--- src/logic/video_pkg.sv ---
// Video geometry and pixel types for the scroll layer
// Map entry layout and graphics ROM word layout
`default_nettype none

package video_pkg;

    typedef logic [8:0]  coord_t;     // Screen or plane position, plane wraps at 512
    typedef logic [9:0]  tile_id_t;
    typedef logic [3:0]  pal_t;       // Palette bank
    typedef logic [3:0]  color_t;     // Pixel color within a bank
    typedef logic [7:0]  pal_idx_t;   // {bank, color}
    typedef logic [11:0] rgb_t;       // 4 bits per channel

    // {vflip, hflip, bank, tile id}
    typedef logic [15:0] map_entry_t;
    typedef logic [9:0]  map_addr_t;  // {tile row, tile column}
    typedef logic [15:0] rom_addr_t;  // {tile id, row in tile, quarter of row}
    typedef logic [15:0] rom_word_t;  // One nibble per plane, plane 3 on top

    // Map entry fields
    localparam int PAL_LSB   = 10;
    localparam int HFLIP_BIT = 14;
    localparam int VFLIP_BIT = 15;

endpackage

`default_nettype wire

--- src/logic/tile_fetch.sv ---
// Graphics ROM address stage
// Applies tile flips, splits the column into ROM quarter and pixel select
`timescale 1ns/1ns
`default_nettype none

module tile_fetch (
    input  wire                        clk,
    input  wire video_pkg::map_entry_t entry,
    input  wire [3:0]                  sx_lo,
    input  wire [3:0]                  sy_lo,
    input  wire                        line_on,
    input  wire                        de,
    input  wire                        hsync,
    input  wire                        vsync,
    output video_pkg::rom_addr_t       rom_addr,
    output video_pkg::pal_t            pal,
    output logic                       hflip,
    output logic [1:0]                 px_sel,   // Pixel within the ROM word
    output logic                       line_on_d,
    output logic                       de_d,
    output logic                       hsync_d,
    output logic                       vsync_d
);

    video_pkg::tile_id_t tile;
    logic [3:0]          row;   // Row inside the tile after vflip
    logic [3:0]          col;   // Column inside the tile after hflip

    assign tile = entry[9:0];
    assign row  = sy_lo ^ {4{entry[video_pkg::VFLIP_BIT]}};
    assign col  = sx_lo ^ {4{entry[video_pkg::HFLIP_BIT]}};

    always_ff @(posedge clk) begin
        rom_addr  <= {tile, row, col[3:2]};   // Cycle 2
        pal       <= entry[video_pkg::PAL_LSB +: 4];
        hflip     <= entry[video_pkg::HFLIP_BIT];
        px_sel    <= col[1:0];                // Already flipped
        line_on_d <= line_on;
        de_d      <= de;
        hsync_d   <= hsync;
        vsync_d   <= vsync;
    end

endmodule

`default_nettype wire

--- config.mk ---
export PLATFORM = sky130hd
export DESIGN_NAME = tile_fetch
export DESIGN_NICKNAME = d
export VERILOG_FILES = /design/src/logic/video_pkg.sv /design/src/logic/tile_fetch.sv
export SDC_FILE = /design/constraint.sdc
export NUM_CORES = 1
export LEC_CHECK = 0
export ABC_AREA = 1
export BUFFER_PORTS_ARGS = -buffer_cell sky130_fd_sc_hd__buf_4
export CAP_MARGIN = 20
export CORE_ASPECT_RATIO = 0.75
export CORE_UTILIZATION = 38
export CTS_CLUSTER_DIAMETER = 80
export DETAILED_ROUTE_END_ITERATION = 7
export HOLD_SLACK_MARGIN = 0.05
export PLACE_DENSITY_LB_ADDON = 0.08
export REMOVE_ABC_BUFFERS = 1
export SETUP_SLACK_MARGIN = 0.4
export SKIP_CTS_REPAIR_TIMING = 1
export SYNTH_ARGS = -nofsm -noshare
export SYNTH_HDL_FRONTEND = slang
export SYNTH_SLANG_ARGS = --single-unit
--- constraint.sdc ---
create_clock -name clk -period 1.3 [get_ports clk]
set_clock_uncertainty 0.15 [all_clocks]
set_input_delay 0.065 -clock clk [delete_from_list [all_inputs] [get_ports clk]]
set_output_delay 0.065 -clock clk [all_outputs]
set_load 0.02 [all_outputs]
==> impl_metrics.py, run 1 <==
metrics = {
    "run_status": {
        "status": "did not finish",
        "stop_stage": "global routing (5_1_grt)",
        "firstError": "[ERROR DPL-0033] detailed placement checks failed during check placement.",
    },
    "yosys": {
        "ys_types": 4,
        "synth-seq-cells": 27,
        "syn_inst": 61,
        "ys_seq_area_share_pct": 80.9,
        "synth_area_um2": 668,
        "ys_warn_count": 0,
        "synth.avg_cell_area_um2": 11.0,
    },
    "global_route": {
        "grt_max_degree": 17,
        "antenna_found_initial": 0,
    },
    "timing": {
        "worst-ep-kind": "output port",
        "postGrtWorstEndpoint": "line_on_d",
    },
    "clock_network": {
        "cts_sinks": 27,
        "clk_root_buffer_cell": "clkbuf_4",
        "cts.path.max_buffers": 2,
        "htree_levels": 1,
        "cts-buffers-inserted": 3,
    },
    "die": {
        "die_width_um": 50.4,
        "placementRows": 12,
        "die_height_um": 38.3,
        "ioPinCount": 56,
        "initial_utilization_pct": 42.8,
    },
    "placed_design": {
        "place.gp.congestion": 0.590,
        "dp_hpwl_mm": 1.00,
        "portBuffers": 55,
    },
}
[per-stage QoR]
step / cell area [um2] / util, % / worst slack, ps / std cells
2_1_floorplan: 668 / - / 690 / 61
3_3_place_gp: 1110 / 70.9 / 661 / 137
4_1_cts: 1140 / 72.8 / 250 / 141
3_5_place_dp: 1110 / 70.9 / 640 / 137
[kinds of logic after synthesis]
family        count (synthesis)  synth area share, %
flops                        27                 80.9
simple gates                 24                 13.5
buf+inv                      10                 5.62
[synthesized netlist by cell type, drive strengths merged]
library cell	n	area, um2
inv	10	37.5
nand2	24	90.1
dfxtp	27	541
==> inputs of run 2 (changes only) <==
--- a/config.mk
+++ b/config.mk
@@ -8,14 +8,11 @@
 export ABC_AREA = 1
 export BUFFER_PORTS_ARGS = -buffer_cell sky130_fd_sc_hd__buf_4
 export CAP_MARGIN = 20
-export CORE_ASPECT_RATIO = 0.75
-export CORE_UTILIZATION = 38
-export CTS_CLUSTER_DIAMETER = 80
+export CORE_AREA = 2 2 63 65
 export DETAILED_ROUTE_END_ITERATION = 7
-export HOLD_SLACK_MARGIN = 0.05
-export PLACE_DENSITY_LB_ADDON = 0.08
+export DIE_AREA = 0 0 65 67
+export PLACE_DENSITY_LB_ADDON = 0.15
 export REMOVE_ABC_BUFFERS = 1
-export SETUP_SLACK_MARGIN = 0.4
 export SKIP_CTS_REPAIR_TIMING = 1
 export SYNTH_ARGS = -nofsm -noshare
 export SYNTH_HDL_FRONTEND = slang
==> run 2 against run 1 <==
Net effect: area after synthesis did not move; synthesized cell count stayed put; the run now ends clean.
==> impl_metrics.py, run 2 <==
metrics = {
    "run_status": {
        "status": "finished clean",
    },
    "layout": {
        "top_register": "rom_addr",
        "reg.largest.list": "rom_addr (16), pal (4), px_sel (2)",
        "synthToLayoutAreaGrowth_pct": 120,
        "largest_reg_flops": 16,
        "final_area_mm2": 0.00147,
        "layout_commonest_cell": "buf_4",
        "mostFrequentLayoutCells": "buf_4 (55), dlygate4sd3_1 (28), dfxtp_1 (27)",
        "fin_nets": 178,
        "drive_gt1_share_pct": 41.2,
        "n_antenna_cell": 0,
    },
    "global_route": {
        "overflow": 0,
        "antenna_found_initial": 0,
        "grt_max_degree": 16,
        "grt_pass1_vias": 487,
        "grt_first_pass_wirelength_mm": 2.25,
        "grtUsageTotal_pct": 7.03,
    },
    "timing": {
        "maxSlewViolCount": 0,
        "setup_viol_count_final": 0,
        "relSlewSlack_pct": 94.1,
        "fin_ws_ps": 359,
        "fmax_mhz": 1060,
        "timing.hold.ws_ps": 294,
        "setup_tns_ps": 0,
        "period_share_pct": 72.4,
        "max_slew.worst_pin.slew_ps": 88.9,
        "rsz0062_at_grt": "no",
        "fin_crit_ps": 941,
        "final_hold_viol_count": 0,
    },
    "placed_design": {
        "place_ws_ps": 655,
        "portBuffers": 55,
        "place.gp.congestion": 0.615,
        "dpl_cell_area_mm2": 0.00114,
        "dp_hpwl_mm": 1.18,
    },
    "die": {
        "placementRows": 22,
        "initial_utilization_pct": 18.5,
        "die_width_um": 65,
        "ioPinCount": 56,
        "die_height_um": 67,
        "core-area_mm2": 0.00361,
        "die-area_mm2": 0.00436,
    },
    "job": {
        "drv_cap": 0,
    },
    "yosys": {
        "synth.most_common_cell": "dfxtp_1",
        "synth_top_area_share_pct": 80.9,
        "yosys_most_used_dff": "dfxtp_1",
        "ys_seq_area_share_pct": 80.9,
        "ys_types": 4,
        "ys_top_cells_by_count": "dfxtp_1 (27), nand2_1 (24), inv_1 (8)",
        "async_reset_ff_share_pct": 0,
        "ys_warn_count": 0,
        "syn_inst": 61,
        "synth_area_leaders": "dfxtp_1 (81%), nand2_1 (13%), inv_1 (4.5%), inv_2 (1.1%)",
        "synth.avg_cell_area_um2": 11.0,
        "synth_edf_count": 0,
        "synth_area_um2": 668,
        "synth_top_area_cell": "dfxtp_1",
        "synth-seq-cells": 27,
    },
    "power_and_ir_drop": {
        "power_frac_comb_pct": 18.7,
        "clockPowerShare_pct": 27.5,
        "p_switching_w": 0.000382,
        "swShare_pct": 23.1,
        "peakVddDrop_uv": 368,
        "seq_power_share_pct": 53.9,
        "p_total_w": 0.00165,
        "internal-power_w": 0.00127,
        "pwr_density_cell_mw_per_mm2": 1130,
        "p_leak_nw": 0.757,
    },
    "worst_setup_path": {
        "crit_path_start_kind": "register",
        "arrival_ps": 730,
        "crit_buf_inv": 1,
        "cp-end-kind": "output pin",
        "cp_max_fo": 1,
        "crit_chain": "buf_4",
        "crit_type": "reg -> out",
        "max_stage_delay_ps": 330,
        "crit_family": "flip-flops",
        "required_ps": 1090,
        "slowest_stage": "dfxtp_1",
    },
    "clock_network": {
        "htree_levels": 1,
        "clk_root_buffer_cell": "clkbuf_8",
        "clk_pin_slew_ps": 90,
        "cts-buffers-inserted": 3,
        "cts.path.max_buffers": 2,
        "cts_tree": "done",
        "cts_sinks": 27,
    },
    "route": {
        "drt_wl_total_mm": 1.75,
        "drc_errors": 0,
        "avgViaCountPerCell": 3.45,
        "vias": 676,
        "drtPass1Iterations": 3,
        "drt-initial-drc-count": 3,
        "wl_per_cell_um": 8.91,
        "ant_nets": 0,
    },
    "min_path": {
        "hold_class": "in -> reg",
    },
}
## run 2: cell type report
| cell class | count | area (um2) |
|---|---|---|
| Clock inverter | 1 | 5.00 |
| Tap cell | 48 | 60.1 |
| Multi-Input combinational cell | 24 | 90.1 |
| Inverter | 10 | 37.5 |
| Fill cell | 361 | 2140 |
| Sequential cell | 27 | 541 |
| Timing Repair Buffer | 83 | 693 |
| Clock buffer | 3 | 41.3 |
## run 2: final timing paths
kind                  start   endpoint  slack, ps  cells past startpoint
setup / recovery  line_on_d  line_on_d        360                      1
hold / removal        vsync    vsync_d        290                      2
## run 2: kinds of logic after synthesis
family / count (synthesis) / synth area share (%)
DFF: 27 / 80.9
and+or+nand+nor: 24 / 13.5
buffers and inverters: 10 / 5.62
## run 2: per-stage QoR
| stage | cells | util, % |
|---|---|---|
| global placement | 164 | 31.6 |
| CTS | 168 | 32.9 |
| detailed placement | 164 | 31.6 |
| floorplan | 61 | - |
| global route | 196 | 40.7 |
| finish | 196 | 40.7 |
## run 2: per-layer routing
metal  up-vias  share of wire (%)  routed length, um  track usage (%)
met1       292                 39                688             8.02
met2        35                 48                831             10.7
met3         2                 11                191             1.86
met5         -                  0                  0                0
li1        347                  -                  -                -
met4         0                1.9                 34             6.38
## run 2: power by group through the flow
stage | clock network (W) | registers, W | logic [W]
after floorplan | 0 | 0.000976 | 0.0000239
after global placement | 0 | 0.000909 | 0.000241
after detailed placement | 0 | 0.000910 | 0.000243
after CTS | 0.000485 | 0.000891 | 0.000243
after global routing | 0.000527 | 0.000895 | 0.000331
final | 0.000454 | 0.000890 | 0.000309
Power figures use the tool's default switching activity.
==> inputs of run 3 (changes only) <==
==> constraint.sdc (replaced) <==
create_clock -name clk -period 0.8 [get_ports clk]
set_clock_uncertainty 0.15 [all_clocks]
set_input_delay 0.04 -clock clk [delete_from_list [all_inputs] [get_ports clk]]
set_output_delay 0.04 -clock clk [all_outputs]
set_load 0.02 [all_outputs]
==> run 3 against run 2 <==
Net effect: largest power group unchanged; first-iteration DRC count grew to 7.7 times the previous value; clock-buffer cell count did not move; critical endpoint is now rom_addr[4]; final cell count decreased by 3.1%; die area is the same; flip-flop and latch count is the same; core utilization rose by 2.1 points; the flow now finishes with violations (hold timing, setup timing); total power increased by 66%; highest routed layer unchanged; via count decreased by 5.0%; critical path depth stayed put; sequential power up 66%.
==> impl_metrics.py, run 3 (same netlist as run 2, synthesis figures left out) <==
metrics = {
    "worst_setup_path": {
        "arrival_ps": 710,
        "cp_max_fo": 1,
        "crit_buf_inv": 1,
        "required_ps": 610,
        "slowest_stage": "dfxtp_2",
        "crit_chain": "buf_6",
        "max_stage_delay_ps": 330,
        "cp-end-kind": "output pin",
        "crit_path_start_kind": "register",
        "crit_family": "flip-flops",
        "crit_type": "reg -> out",
    },
    "layout": {
        "top_register": "rom_addr",
        "num-fill-cells": 335,
        "fin_nets": 172,
        "layout_commonest_cell": "buf_4",
        "synthToLayoutAreaGrowth_pct": 131,
        "mostFrequentLayoutCells": "buf_4 (28), dfxtp_2 (27), buf_6 (27)",
        "reg.largest.list": "rom_addr (16), pal (4), px_sel (2)",
        "largest_reg_flops": 16,
        "final_util_pct": 42.8,
        "drive_gt1_share_pct": 62.0,
        "n_antenna_cell": 0,
    },
    "global_route": {
        "grtUsageTotal_pct": 6.85,
        "grt_max_degree": 16,
        "grt_pass1_vias": 482,
        "met1_usage_pct": 7.60,
        "overflow": 0,
        "grt.busiest_layer": "met2",
        "use_met2_pct": 11.3,
        "antenna_found_initial": 0,
        "grt_first_pass_wirelength_mm": 2.18,
        "gr-usage-met3_pct": 1.35,
    },
    "route": {
        "drt_wl_total_mm": 1.76,
        "avgViaCountPerCell": 3.38,
        "ant_nets": 0,
        "drt-initial-drc-count": 23,
        "drtPass1Iterations": 4,
        "drc_errors": 0,
        "vias": 642,
        "wl_per_cell_um": 9.24,
    },
    "die": {
        "die_width_um": 65,
        "die-area_mm2": 0.00436,
        "core-area_mm2": 0.00361,
        "ioPinCount": 56,
        "die_height_um": 67,
        "initial_utilization_pct": 18.5,
        "placementRows": 22,
    },
    "run_status": {
        "failed_checks": "hold timing, setup timing",
        "status": "finished, violations left",
    },
    "timing": {
        "final_hold_viol_count": 9,
        "relSlewSlack_pct": 94.1,
        "period_share_pct": 113,
        "rsz0062_at_grt": "yes",
        "fin_crit_ps": 905,
        "setup_tns_ps": -2590,
        "fmax_mhz": 1110,
        "setup_viol_count_final": 29,
        "timing.hold.ws_ps": -228,
        "max_slew.worst_pin.slew_ps": 89.1,
        "maxSlewViolCount": 0,
        "fin_ws_ps": -105,
    },
    "clock_network": {
        "cts.path.max_buffers": 2,
        "clk_pin_slew_ps": 90,
        "cts_sinks": 27,
        "htree_levels": 1,
        "cts_tree": "done",
        "clk_root_buffer_cell": "clkbuf_8",
        "cts-buffers-inserted": 3,
    },
    "power_and_ir_drop": {
        "p_leak_nw": 0.765,
        "pwr_density_cell_mw_per_mm2": 1780,
        "peakVddDrop_uv": 589,
    },
    "job": {
        "drv_cap": 0,
    },
    "placed_design": {
        "portBuffers": 55,
        "place.gp.congestion": 0.615,
        "dp_hpwl_mm": 1.18,
    },
    "min_path": {
        "hold_class": "in -> reg",
    },
}
[run 3: changes by cell type in the layout (fill, tap and decap cells not counted), sizes merged]
cell	previous run	this run
dlygate4sd3	28	22
[run 3: power by group]
group	switching, W	leakage, nW	internal, W
sequential	0.0000357	0.228	0.00144
clock	0.000389	0.0255	0.000347
combinational	0.000207	0.511	0.000323
total	0.000632	0.765	0.00211
[run 3: path summary, 6_finish.rpt]
| kind | start | to | depth (start not counted) |
|---|---|---|---|
| hold / removal | entry[14] | hflip | 1 |
| setup / recovery | rom_addr[4] | rom_addr[4] | 1 |
[run 3: per-layer routing]
layer	wire length, um	share of wire [%]
met5	0	0
met4	27	1.5
met3	138	7.9
met2	863	49
met1	726	41
[run 3: layout make-up]
class	instances	area, um2	area share, %
Tap cell	48	60.1	3.89
Multi-Input combinational cell	24	90.1	5.84
Timing Repair Buffer	77	734	47.6
Clock inverter	1	5.00	0.324
Inverter	10	37.5	2.43
Clock buffer	3	41.3	2.68
Sequential cell	27	574	37.2
[run 3: metrics by stage]
step | cell area (um2) | std cells | worst slack [ps] | total power, W | hold slack (ps)
floorplan | 668 | 61 | 215 | 0.00163 | -82.3
detailed placement | 1140 | 164 | 179 | 0.00187 | -4.56
finish | 1540 | 190 | -105 | 0.00275 | -228
CTS | 1190 | 168 | -128 | 0.00263 | -291
global placement | 1140 | 164 | 179 | 0.00187 | -5.44
global route | 1540 | 190 | -146 | 0.00292 | -241
==> inputs of run 4 (changes only) <==
--- a/config.mk
+++ b/config.mk
@@ -11,7 +11,7 @@
 export CORE_AREA = 2 2 63 65
 export DETAILED_ROUTE_END_ITERATION = 7
 export DIE_AREA = 0 0 65 67
-export PLACE_DENSITY_LB_ADDON = 0.15
+export PLACE_DENSITY_LB_ADDON = 0.25
 export REMOVE_ABC_BUFFERS = 1
 export SKIP_CTS_REPAIR_TIMING = 1
 export SYNTH_ARGS = -nofsm -noshare
==> run 4 against run 3 <==
Net effect: the run still ends with hold timing, setup timing left; combinational power decreased by 2%; setup slack improved by 2.1 ps; total power decreased by 0.58%; non-clock buffer count decreased by 2; clock power decreased by 1%; sequential power about the same; global-route usage decreased by 0.25 points; critical path depth unchanged; via count increased by 2.3%; flip-flop and latch count unchanged; highest routed layer unchanged; largest power group unchanged; hold slack improved by 5.1 ps; final cell count decreased by 1.1%.
==> impl_metrics.py, run 4 (same netlist as run 2, synthesis figures left out) <==
metrics = {
    "run_status": {
        "status": "finished, violations left",
        "failed_checks": "hold timing, setup timing",
    },
    "route": {
        "avgViaCountPerCell": 3.49,
        "drc_errors": 0,
        "ant_nets": 0,
        "drtPass1Iterations": 3,
        "drt_wl_total_mm": 1.88,
        "wl_per_cell_um": 10.0,
        "vias": 657,
        "drt-initial-drc-count": 16,
    },
    "worst_setup_path": {
        "crit_family": "flip-flops",
        "cp_max_fo": 1,
        "required_ps": 610,
        "crit_type": "reg -> out",
        "crit_path_start_kind": "register",
        "cp-end-kind": "output pin",
        "slowest_stage": "dfxtp_2",
        "max_stage_delay_ps": 330,
        "crit_chain": "buf_6",
        "crit_buf_inv": 1,
        "arrival_ps": 710,
    },
    "timing": {
        "max_slew.worst_pin.slew_ps": 96.0,
        "maxSlewViolCount": 0,
        "fmax_mhz": 1110,
        "final_hold_viol_count": 9,
        "period_share_pct": 113,
        "fin_ws_ps": -103,
        "relSlewSlack_pct": 93.6,
        "setup_viol_count_final": 27,
        "timing.hold.ws_ps": -223,
        "rsz0062_at_grt": "yes",
        "fin_crit_ps": 903,
    },
    "layout": {
        "final_area_mm2": 0.00152,
        "layout_commonest_cell": "buf_4",
        "mostFrequentLayoutCells": "buf_4 (28), dfxtp_2 (27), buf_6 (27)",
        "fin_nets": 170,
        "top_register": "rom_addr",
        "synthToLayoutAreaGrowth_pct": 128,
        "finalNonFillerCells": 188,
        "n_antenna_cell": 0,
        "seq_area_um2": 574,
        "largest_reg_flops": 16,
        "multi_input_area_um2": 90.1,
        "reg.largest.list": "rom_addr (16), pal (4), px_sel (2)",
        "num-fill-cells": 341,
        "drive_gt1_share_pct": 62.1,
    },
    "clock_network": {
        "cts_tree": "done",
        "cts_sinks": 27,
        "cts-buffers-inserted": 3,
        "clk_pin_slew_ps": 80,
        "htree_levels": 1,
        "clk_root_buffer_cell": "clkbuf_8",
        "cts.path.max_buffers": 2,
    },
    "power_and_ir_drop": {
        "pwr_density_cell_mw_per_mm2": 1790,
        "p_leak_nw": 0.754,
        "p_total_w": 0.00273,
        "peakVddDrop_uv": 576,
    },
    "placed_design": {
        "dp_hpwl_mm": 1.14,
        "dpl_cell_area_mm2": 0.00114,
        "portBuffers": 55,
        "place.gp.congestion": 0.645,
        "post-place-cells": 164,
    },
    "global_route": {
        "grt_max_degree": 15,
        "gr-usage-met3_pct": 2.87,
        "antenna_found_initial": 0,
        "met1_usage_pct": 6.99,
        "grt_first_pass_wirelength_mm": 2.13,
        "overflow": 0,
        "grt.busiest_layer": "met2",
        "grtUsageTotal_pct": 6.60,
        "use_met2_pct": 10.1,
        "grt_pass1_vias": 504,
    },
    "die": {
        "core-area_mm2": 0.00361,
        "die_height_um": 67,
        "initial_utilization_pct": 18.5,
        "die-area_mm2": 0.00436,
        "ioPinCount": 56,
        "die_width_um": 65,
        "placementRows": 22,
    },
    "min_path": {
        "hold_class": "in -> reg",
    },
    "job": {
        "drv_cap": 0,
    },
}
## run 4: changes by cell type in the layout (fill, tap and decap cells not counted), sizes merged
cell         before  now
dlygate4sd3      22   20
clkinv            1    0
clkbuf            3    4
## run 4: routing by layer
| layer | up-vias | routed length (um) |
|---|---|---|
| met5 | - | 0 |
| met4 | 0 | 23 |
| met3 | 2 | 209 |
| met2 | 41 | 918 |
| met1 | 283 | 730 |
| li1 | 331 | - |
## run 4: path summary, 6_finish.rpt
path | start | endpoint | slack, ps | cells after the start
min | entry[14] | hflip | -220 | 1
max | rom_addr[15] | rom_addr[15] | -100 | 1
## run 4: cell type report
type / instances / share of cell area [%]
Sequential cell: 27 / 37.7
Timing Repair Buffer: 75 / 47.0
Inverter: 10 / 2.47
Clock buffer: 4 / 2.96
Tap cell: 48 / 3.95
Multi-Input combinational cell: 24 / 5.92
## run 4: report_power, final
part	switching (W)	internal (W)	leakage (nW)
clock network	0.000371	0.000355	0.0228
logic	0.000206	0.000317	0.503
registers	0.0000377	0.00144	0.228
## run 4: through the flow
step	setup TNS (ps)	hold WS, ps	setup WS, ps	utilization [%]
floorplan	0	-82.3	215	-
global placement	0	-5.08	180	31.6
detailed placement	0	-4.17	173	31.6
CTS	-3160	-287	-132	32.9
global route	-3390	-236	-138	42.2
finish	-2510	-223	-103	42.2
